--- config.mk ---
export PLATFORM = sky130hd
export DESIGN_NAME = opll_top
export DESIGN_NICKNAME = d
export VERILOG_FILES = /design/src/opll_pkg.sv /design/src/opll_bus_decoder.sv /design/src/opll_reg_file.sv /design/src/opll_tone_gen.sv /design/src/opll_mixer.sv /design/src/opll_top.sv
export VERILOG_INCLUDE_DIRS = /design/src
export SDC_FILE = /design/constraint.sdc
export NUM_CORES = 1
export LEC_CHECK = 0
export ABC_AREA = 1
export BUFFER_PORTS_ARGS = -buffer_cell sky130_fd_sc_hd__buf_2
export CAP_MARGIN = 30
export CORE_MARGIN = 2
export CORE_UTILIZATION = 57
export DETAILED_ROUTE_END_ITERATION = 6
export PLACE_DENSITY_LB_ADDON = 0.25
export SLEW_MARGIN = 20
export SYNTH_ARGS = -nofsm -noshare
export SYNTH_HDL_FRONTEND = slang
export SYNTH_HIERARCHICAL = 1
export SYNTH_SLANG_ARGS = --single-unit
export TNS_END_PERCENT = 10
--- constraint.sdc ---
create_clock -name clk -period 3.9 [get_ports clk]
set_input_delay 0.585 -clock clk [delete_from_list [all_inputs] [get_ports clk]]
set_output_delay 0.585 -clock clk [all_outputs]
set_load 0.01 [all_outputs]
--- src/opll_cfg.svh ---
/*
 * OPLL sound subsystem configuration
 * channel count, phase width, port addresses and mixer gain
 */
`ifndef OPLL_CFG_SVH
`define OPLL_CFG_SVH

// ------------------------------
// tone generation
// ------------------------------
`define OPLL_CH_NUM     9           // melody channels per frame
`define OPLL_PHASE_W    18          // phase accumulator bits

// ------------------------------
// output mixing
// ------------------------------
`define OPLL_MIX_SHIFT  6           // frame sum gain, left shift

// ------------------------------
// MSX bus ports
// ------------------------------
`define OPLL_MEM_ADDR   16'h7FF4    // memory mapped addr/data pair
`define OPLL_IO_ADDR    8'h7C       // I/O addr/data pair
`define OPLL_IOEN_ADDR  16'h7FF6    // bit 0 enables the I/O pair

`endif

--- src/opll_pkg.sv ---
/*
 * OPLL shared types
 * register data byte views and the channel index
 */
package opll_pkg;

	// ------------------------------
	// register data views
	// ------------------------------

	// regs 20h..28h
	typedef struct packed {
		logic [1:0] rsvd;       // unused bits
		logic       sus;        // sustain, stored only
		logic       key;        // key-on
		logic [2:0] block;      // octave
		logic       fnum_hi;    // fnum bit 8
	} opll_ctrl_t;

	// regs 30h..38h
	typedef struct packed {
		logic [3:0] inst;       // instrument, stored only
		logic [3:0] atten;      // volume attenuation, 0 = loudest
	} opll_patch_t;

	// one data byte, decoded by register group
	typedef union packed {
		opll_ctrl_t  ctrl;
		opll_patch_t patch;
	} opll_reg_data_u;

	// ------------------------------
	// channel index
	// ------------------------------
	typedef logic [3:0] opll_ch_t;  // 0..8 used

endpackage

--- src/opll_bus_decoder.sv ---
/*
 * OPLL bus decoder
 * MSX memory writes to 7FF4h/7FF5h and I/O writes to 7Ch/7Dh,
 * I/O pair gated by the 7FF6h enable bit; address latch and data strobe
 */
`timescale 1ns/1ns
`include "opll_cfg.svh"

module opll_bus_decoder #(
	parameter BUILT_IN_MODE = 0             // 0: cartridge, 1: built in
) (
	input  logic        clk,
	input  logic        n_reset,
	input  logic        i_n_ioreq,
	input  logic        i_n_sltsl,
	input  logic        i_n_wr,
	input  logic [15:0] i_address,
	input  logic [7:0]  i_wdata,
	output logic        o_reg_we,
	output logic [5:0]  o_reg_addr,
	output logic [7:0]  o_reg_data
);
	localparam logic [15:0] MEM_ADDR  = `OPLL_MEM_ADDR;
	localparam logic [7:0]  IO_ADDR   = `OPLL_IO_ADDR;
	localparam logic [15:0] IOEN_ADDR = `OPLL_IOEN_ADDR;

	logic ff_io_en;         // I/O pair enabled
	logic ff_cs_d;          // chip select, last clock
	logic ff_addr_ok;       // latched address fits 6 bits
	logic ff_reg_we;
	logic [5:0] ff_reg_addr;
	logic [7:0] ff_reg_data;
	logic w_mem_cs;
	logic w_io_cs;
	logic w_cs;
	logic w_cs_rise;        // first clock of a write

	// ------------------------------
	// address decode
	// ------------------------------
	assign w_mem_cs  = !i_n_sltsl && !i_n_wr && (i_address[15:1] == MEM_ADDR[15:1]);
	assign w_io_cs   = !i_n_ioreq && !i_n_wr && ff_io_en
	                   && (i_address[7:1] == IO_ADDR[7:1]);    // upper byte ignored
	assign w_cs      = w_mem_cs | w_io_cs;
	assign w_cs_rise = w_cs & ~ff_cs_d;    // held write counts once

	// ------------------------------
	// I/O port enable
	// ------------------------------
	always_ff @(posedge clk) begin
		if (!n_reset) begin
			ff_io_en <= BUILT_IN_MODE[0];
		end else if (!i_n_sltsl && !i_n_wr && (i_address == IOEN_ADDR)) begin
			ff_io_en <= i_wdata[0];    // write 7FF6h
		end
	end

	// ------------------------------
	// address latch, data strobe
	// ------------------------------
	always_ff @(posedge clk) begin
		if (!n_reset) begin
			ff_cs_d     <= 1'b0;
			ff_reg_we   <= 1'b0;
			ff_reg_addr <= '0;
			ff_addr_ok  <= 1'b1;
		end else begin
			ff_cs_d   <= w_cs;
			ff_reg_we <= 1'b0;    // one clock pulse
			if (w_cs_rise && !i_address[0]) begin
				ff_reg_addr <= i_wdata[5:0];              // even port, address
				ff_addr_ok  <= (i_wdata[7:6] == 2'b00);   // 40h and up unused
			end else if (w_cs_rise && i_address[0]) begin
				ff_reg_we <= ff_addr_ok;                  // odd port, data
			end
		end
	end

	always_ff @(posedge clk) begin
		if (w_cs_rise && i_address[0]) begin
			ff_reg_data <= i_wdata;    // payload
		end
	end

	assign o_reg_we   = ff_reg_we;
	assign o_reg_addr = ff_reg_addr;
	assign o_reg_data = ff_reg_data;

	// a held or repeated chip select must never stretch the strobe
	a_we_single : assert property (@(posedge clk) disable iff (!n_reset)
		o_reg_we |=> !o_reg_we);

endmodule

--- src/opll_reg_file.sv ---
/*
 * OPLL register file
 * fnum, block, key and volume per channel, written from the bus decoder,
 * read combinationally by channel index
 */
`timescale 1ns/1ns
`include "opll_cfg.svh"

module opll_reg_file (
	input  logic              clk,
	input  logic              n_reset,
	input  logic              i_reg_we,
	input  logic [5:0]        i_reg_addr,
	input  logic [7:0]        i_reg_data,
	input  opll_pkg::opll_ch_t i_rd_ch,
	output logic [8:0]        o_fnum,
	output logic [2:0]        o_block,
	output logic              o_key,
	output logic [3:0]        o_atten
);
	import opll_pkg::*;

	localparam int CH_NUM = `OPLL_CH_NUM;

	// ------------------------------
	// storage
	// ------------------------------
	logic [7:0]     ff_fnum_lo [CH_NUM];    // regs 10h..18h
	opll_reg_data_u ff_ctrl    [CH_NUM];    // regs 20h..28h
	opll_reg_data_u ff_patch   [CH_NUM];    // regs 30h..38h

	opll_reg_data_u w_data;
	opll_ch_t       w_ch;
	logic           w_ch_ok;

	assign w_data  = i_reg_data;            // viewed per group below
	assign w_ch    = i_reg_addr[3:0];       // channel offset
	assign w_ch_ok = (w_ch < CH_NUM);       // offsets 9..F unused

	// ------------------------------
	// write port
	// ------------------------------
	always_ff @(posedge clk) begin
		if (!n_reset) begin
			for (int i = 0; i < CH_NUM; i++) begin
				ff_fnum_lo[i] <= '0;
				ff_ctrl[i]    <= '0;
				ff_patch[i]   <= '0;
			end
		end else if (i_reg_we && w_ch_ok) begin
			case (i_reg_addr[5:4])
				2'b01:   ff_fnum_lo[w_ch] <= w_data;    // fnum low byte
				2'b10:   ff_ctrl[w_ch]    <= w_data;    // sus/key/block/fnum8
				2'b11:   ff_patch[w_ch]   <= w_data;    // inst/atten
				default: ;                              // 00h..0Fh not kept
			endcase
		end
	end

	// ------------------------------
	// read port, same cycle
	// ------------------------------
	assign o_fnum  = {ff_ctrl[i_rd_ch].ctrl.fnum_hi, ff_fnum_lo[i_rd_ch]};
	assign o_block = ff_ctrl[i_rd_ch].ctrl.block;
	assign o_key   = ff_ctrl[i_rd_ch].ctrl.key;
	assign o_atten = ff_patch[i_rd_ch].patch.atten;    // inst nibble unused for tone

	// tone generator sequencing must stay within the nine channels
	a_rd_ch_range : assert property (@(posedge clk) disable iff (!n_reset)
		i_rd_ch < CH_NUM);

endmodule

--- src/opll_tone_gen.sv ---
/*
 * OPLL tone generator
 * time-multiplexed phase accumulator, one channel per enabled clock,
 * square-wave sample per channel
 */
`timescale 1ns/1ns
`include "opll_cfg.svh"

module opll_tone_gen (
	input  logic               clk,
	input  logic               n_reset,
	input  logic               i_mclk_pcen_n,
	input  logic [8:0]         i_fnum,
	input  logic [2:0]         i_block,
	input  logic               i_key,
	input  logic [3:0]         i_atten,
	output opll_pkg::opll_ch_t o_rd_ch,
	output logic               o_smp_valid,
	output opll_pkg::opll_ch_t o_smp_ch,
	output logic [11:0]        o_smp_val
);
	import opll_pkg::*;

	localparam int       CH_NUM  = `OPLL_CH_NUM;
	localparam int       PW      = `OPLL_PHASE_W;
	localparam opll_ch_t LAST_CH = opll_ch_t'(CH_NUM - 1);

	logic [PW-1:0] ff_phase [CH_NUM];   // one phase per channel
	opll_ch_t      ff_ch;               // channel being read
	logic          ff_smp_valid;
	opll_ch_t      ff_smp_ch;
	logic [11:0]   ff_smp_val;

	logic          w_en;
	logic [PW-1:0] w_inc;
	logic [PW-1:0] w_phase_nxt;
	logic [9:0]    w_amp;
	logic [11:0]   w_smp;

	assign w_en = !i_mclk_pcen_n;       // active low enable pulse

	// ------------------------------
	// phase step and sample
	// ------------------------------
	assign w_inc       = {{(PW-9){1'b0}}, i_fnum} << i_block;   // max 16 bits, no wrap
	assign w_phase_nxt = i_key ? (ff_phase[ff_ch] + w_inc) : '0; // key-off clears
	assign w_amp       = i_key ? {4'd15 - i_atten, 6'd0} : '0;  // (15-atten) << 6
	assign w_smp       = w_phase_nxt[PW-1] ? -{2'b00, w_amp}    // second half negative
	                                       :  {2'b00, w_amp};

	always_ff @(posedge clk) begin
		if (!n_reset) begin
			for (int i = 0; i < CH_NUM; i++) begin
				ff_phase[i] <= '0;
			end
		end else if (w_en) begin
			ff_phase[ff_ch] <= w_phase_nxt;    // mod 2^PW by width
		end
	end

	// ------------------------------
	// channel sequencer
	// ------------------------------
	always_ff @(posedge clk) begin
		if (!n_reset) begin
			ff_ch        <= '0;
			ff_smp_valid <= 1'b0;
		end else begin
			ff_smp_valid <= w_en;    // sample one clock behind
			if (w_en) begin
				ff_ch <= (ff_ch == LAST_CH) ? '0 : ff_ch + 4'd1;
			end
		end
	end

	// next channel read overlaps this output
	always_ff @(posedge clk) begin
		if (w_en) begin
			ff_smp_ch  <= ff_ch;
			ff_smp_val <= w_smp;
		end
	end

	assign o_rd_ch     = ff_ch;
	assign o_smp_valid = ff_smp_valid;
	assign o_smp_ch    = ff_smp_ch;
	assign o_smp_val   = ff_smp_val;

endmodule

--- src/opll_mixer.sv ---
/*
 * OPLL mixer
 * sums a frame of nine samples, applies gain, saturates to 16 bits
 */
`timescale 1ns/1ns
`include "opll_cfg.svh"

module opll_mixer (
	input  logic               clk,
	input  logic               n_reset,
	input  logic               i_smp_valid,
	input  opll_pkg::opll_ch_t i_smp_ch,
	input  logic [11:0]        i_smp_val,
	output logic               o_sound_strb,
	output logic [15:0]        o_sound_out
);
	import opll_pkg::*;

	localparam int       ACC_W   = 16;                  // 9 x 960 fits
	localparam int       SHIFT   = `OPLL_MIX_SHIFT;
	localparam int       SUM_W   = ACC_W + SHIFT;
	localparam opll_ch_t LAST_CH = opll_ch_t'(`OPLL_CH_NUM - 1);
	localparam logic signed [SUM_W-1:0] SAT_MAX = 32767;
	localparam logic signed [SUM_W-1:0] SAT_MIN = -32768;

	logic signed [ACC_W-1:0] ff_acc;
	logic                    ff_strb;
	logic [15:0]             ff_out;
	opll_ch_t                ff_last_ch;    // previous sample channel

	logic signed [ACC_W-1:0] w_smp;
	logic signed [ACC_W-1:0] w_sum;
	logic signed [SUM_W-1:0] w_scaled;
	logic [15:0]             w_sat;

	// ------------------------------
	// frame sum, gain, clamp
	// ------------------------------
	assign w_smp    = {{(ACC_W-12){i_smp_val[11]}}, i_smp_val};  // sign extend
	assign w_sum    = (i_smp_ch == '0) ? w_smp : ff_acc + w_smp; // ch 0 restarts
	assign w_scaled = SUM_W'(w_sum) <<< SHIFT;
	assign w_sat    = (w_scaled > SAT_MAX) ? 16'h7FFF :
	                  (w_scaled < SAT_MIN) ? 16'h8000 : w_scaled[15:0];

	always_ff @(posedge clk) begin
		if (i_smp_valid) begin
			ff_acc <= w_sum;
		end
	end

	always_ff @(posedge clk) begin
		if (!n_reset) begin
			ff_strb    <= 1'b0;
			ff_out     <= '0;
			ff_last_ch <= LAST_CH;    // next expected is ch 0
		end else begin
			ff_strb <= i_smp_valid && (i_smp_ch == LAST_CH);
			if (i_smp_valid) begin
				ff_last_ch <= i_smp_ch;
			end
			if (i_smp_valid && (i_smp_ch == LAST_CH)) begin
				ff_out <= w_sat;    // frame done
			end
		end
	end

	assign o_sound_strb = ff_strb;
	assign o_sound_out  = ff_out;

	// samples must come 0,1,..,8 then wrap
	a_ch_order : assert property (@(posedge clk) disable iff (!n_reset)
		i_smp_valid |-> (i_smp_ch == ((ff_last_ch == LAST_CH) ? 4'd0 : ff_last_ch + 4'd1)));

endmodule

--- src/opll_top.sv ---
/*
 * OPLL sound subsystem top
 * bus decoder, register file, tone generator and mixer
 */
`timescale 1ns/1ns

module opll_top #(
	parameter BUILT_IN_MODE = 0             // 0: cartridge, 1: built in
) (
	input  logic        clk,
	input  logic        n_reset,
	input  logic        i_mclk_pcen_n,
	input  logic        i_n_ioreq,
	input  logic        i_n_sltsl,
	input  logic        i_n_wr,
	input  logic [15:0] i_address,
	input  logic [7:0]  i_wdata,
	output logic        o_sound_strb,
	output logic [15:0] o_sound_out
);
	import opll_pkg::*;

	// ------------------------------
	// internal nets
	// ------------------------------
	logic        reg_we;
	logic [5:0]  reg_addr;
	logic [7:0]  reg_data;
	opll_ch_t    rd_ch;
	logic [8:0]  fnum;
	logic [2:0]  block;
	logic        key;
	logic [3:0]  atten;
	logic        smp_valid;
	opll_ch_t    smp_ch;
	logic [11:0] smp_val;

	opll_bus_decoder #(
		.BUILT_IN_MODE (BUILT_IN_MODE)
	) u_bus_decoder (
		.clk        (clk),
		.n_reset    (n_reset),
		.i_n_ioreq  (i_n_ioreq),
		.i_n_sltsl  (i_n_sltsl),
		.i_n_wr     (i_n_wr),
		.i_address  (i_address),
		.i_wdata    (i_wdata),
		.o_reg_we   (reg_we),
		.o_reg_addr (reg_addr),
		.o_reg_data (reg_data)
	);

	opll_reg_file u_reg_file (
		.clk        (clk),
		.n_reset    (n_reset),
		.i_reg_we   (reg_we),
		.i_reg_addr (reg_addr),
		.i_reg_data (reg_data),
		.i_rd_ch    (rd_ch),
		.o_fnum     (fnum),
		.o_block    (block),
		.o_key      (key),
		.o_atten    (atten)
	);

	opll_tone_gen u_tone_gen (
		.clk           (clk),
		.n_reset       (n_reset),
		.i_mclk_pcen_n (i_mclk_pcen_n),
		.i_fnum        (fnum),
		.i_block       (block),
		.i_key         (key),
		.i_atten       (atten),
		.o_rd_ch       (rd_ch),
		.o_smp_valid   (smp_valid),
		.o_smp_ch      (smp_ch),
		.o_smp_val     (smp_val)
	);

	opll_mixer u_mixer (
		.clk          (clk),
		.n_reset      (n_reset),
		.i_smp_valid  (smp_valid),
		.i_smp_ch     (smp_ch),
		.i_smp_val    (smp_val),
		.o_sound_strb (o_sound_strb),
		.o_sound_out  (o_sound_out)
	);

endmodule

==> impl_metrics.ini <==
[placed_design]
dp_hpwl_um = 49400
placed_cells = 3971
io_buffers = 46
place_area_mm2 = 0.0321
place.gp.congestion = 0.947

[synthesis]
synth_top_family_by_area = simple AND/OR/NAND/NOR gates
synth-seq-cells = 625
synthXorXnorAreaFrac_pct = 0.146
synth.yosys.seq_area_share_pct = 61.5
synth.yosys.warnings = 6
synth_area_mm2 = 0.0300
synth_edf_count = 594
synth_compound_area_share_pct = 6.24
synthAdderAreaFrac_pct = 1.63
synth_flop_cell = edfxtp_1
synth.distinct_cells = 56
ys_async_sr_fraction_pct = 0
synthMuxAreaShare_pct = 0.133
avgSynthCellArea_um2 = 9.54
synthCells = 3144
synth-simple-area-share_pct = 22.9

[clock_network]
clockRootBuffer = clkbuf_16
ctsHtreeMaxLevel = 3
cts.hold.buffers_added = 0
cts_tree = done
cts_buffers = 66
cts_buffer_depth = 3
clk_pin_slew_worst_paths_ns = 0.06
cts_sinks = 625
clk_latency_ns = 0.60

[critical_path]
crit_path_start_kind = flop
slowest_stage = dfxtp_4
cp-end-kind = flop
path_class = reg -> reg
cp_num_buf_inv = 6
crit_top_cell = nand2_1
max_stage_delay_ns = 0.38
crit_fanout = 14
arrival_ns = 4.19
critPathTopFamily = simple AND/OR/NAND/NOR gates
cp.required_ns = 4.25

[timing]
worstMarginPinSlew_ns = 0.962
slew_viol_final = 0
fin_tns_setup_ns = 0
min_period_ns = 3.84
hold_ws_ns = 0.189
hold_violations = 0
slew_headroom_pct = 35.8
skew_ns = 0.0251
fmax_mhz = 260
final.period_utilization_pct = 98.5
setup_violations = 0
grt_setup_unrepaired = yes

[routing]
drt-initial-drc-count = 2437
dr.pass1.iters = 6
viasPerCell = 5.56
routed_wl_um = 78700
vias = 22900
drc_errors = 0
drt.antenna.violating_nets = 0
wl_per_cell_um = 19.1

[layout]
stdcell_count = 4117
utilization_pct = 66.3
final_common_cell = nand2_1
syn2layout_area_growth_pct = 15.7
final_net_count = 3445
fin_area_mm2 = 0.0347
drive_above_1_share_pct = 12.3
layout_common_cells = nand2_1, edfxtp_1, nor2_1
nFillCells = 4117
multi_input_area_mm2 = 0.00999
seqCellArea_mm2 = 0.0185

[floorplanning]
dieArea_mm2 = 0.0545
die_w_um = 233
initial_core_util_pct = 57.3
boundaryPins = 47
die_h_um = 233
rows = 84
core_area_mm2 = 0.0523

[global_routing]
antenna_found_initial = 1
grt_pass1_wl_um = 119000
grt_pass1_vias = 22200
grt_start_max_net_pins = 75
grt-ovfl-total = 0
grt.total_usage_pct = 28.8

[hold_path]
hold_class = in -> reg

[outcome]
status = complete, no violations

[power]
p_leak_nw = 14.7
peakVddDrop_mv = 0.375
powerDensity_mw_per_mm2 = 475

[run]
drv_cap = 0
sequential cells by signal, summed over array words and instances, names as in the netlist, 4 cells and up, named ones only:
signal and cells:
u_bus_decoder/o_reg_addr 6, u_bus_decoder/o_reg_data 8, u_tone_gen/ff_phase 288, u_mixer/ff_acc 16, u_reg_file/ff_fnum_lo 128, u_tone_gen/o_smp_val 6
u_tone_gen/o_smp_ch 4, u_reg_file/ff_patch 64, u_tone_gen/o_rd_ch 4, u_mixer/o_sound_out 11, u_reg_file/ff_ctrl 80
path summary, 6_finish.rpt:
path	from	end	slack, ns	cells past startpoint
setup / recovery	u_tone_gen/o_rd_ch[0]$_SDFFE_PN0N_	u_tone_gen/ff_phase[0][17]$_SDFFCE_PN0P_	0.06	25
hold / removal	i_wdata[3]	u_bus_decoder/o_reg_data[3]$_DFFE_PP_	0.19	1
setup reg to reg	u_tone_gen/o_rd_ch[0]$_SDFFE_PN0N_	u_tone_gen/ff_phase[0][17]$_SDFFCE_PN0P_	0.06	25
hold reg to reg	u_bus_decoder/ff_addr_ok$_SDFFE_PN1P_	u_bus_decoder/o_reg_we$_SDFF_PP0_	0.48	2
through the flow:
stage                     setup slack (ns)  power, mW
after CTS                          0.00331       16.3
after detailed placement           -0.0654       10.5
after floorplan                      0.118       9.54
after global routing                -0.138       17.1
after global placement              0.0568       10.5
final                               0.0569       16.5
per-layer routing:
metal  wire, µm  global-route usage [%]  vias up
li1           -                       -    10900
met1      30200                    36.5    10800
met2      38300                    47.9     1058
met3       6350                    5.22      200
met4       3820                    13.8        0
met5          0                       0        -
kinds of logic (layout without fill, tap and decap cells):
kind of cell | count (synthesis) | after routing
other | 2 | 126
adders and majority gates | 38 | 38
DFF | 625 | 625
xor gates and xnor gates | 5 | 5
buffers and inverters | 548 | 708
and+or+nand+nor | 1608 | 1609
AOI/OAI and AO/OA | 314 | 314
muxes | 4 | 4
what timing repair did:
action                                  in CTS  in global routing
endpoints found under the setup margin       8                192
resized for setup                            3                 80
cloned                                       1                  9
endpoints found under the hold margin        0                  0
pin swaps                                    0                 16
setup buffers                                0                 15
cell usage after synthesis, types with 3 or more instances:
cell type	number	area, µm²
a21o_1	3	22.5
clkbuf_1	96	360
ha_1	36	450
a31oi_1	5	31.3
clkinv_1	21	78.8
edfxtp_1	594	17800
dfxtp_1	31	621
inv_2	10	37.5
nor3_1	14	70.1
nand3_2	19	190
nand3_1	292	1460
nor2_2	11	68.8
buf_2	34	170
nor2_4	12	135
nand2_2	8	50.1
nand4_1	26	163
nand2_4	3	33.8
o21ai_0	174	871
nor2_1	553	2080
a21oi_1	30	150
mux2i_1	4	40.0
buf_1	13	48.8
o221ai_1	48	420
inv_1	353	1330
o211ai_1	21	158
o21ai_1	6	30.0
nand2_1	651	2440
o22ai_1	16	100
buf_4	15	113
xor2_1	3	26.3
and2_1	5	31.3
area by class of cell:
class                   count  share of cell area, %
inverters                 385                   4.26
multi-input cells        2095                   28.8
diodes                      1                0.00721
repair inverters            1                 0.0252
repair buffers            203                   5.47
well taps                 688                   2.48
clock inverters            31                  0.465
flip-flops and latches    625                   53.2
clock buffers              88                   5.30
where the power goes:
part	total, mW	internal, mW	leakage [nW]	switching [mW]
combinational	2.92	1.02	7.52	1.90
sequential	7.73	7.65	6.15	0.0809
clock	5.85	3.32	0.980	2.53
(Power assumes the default switching activity.)
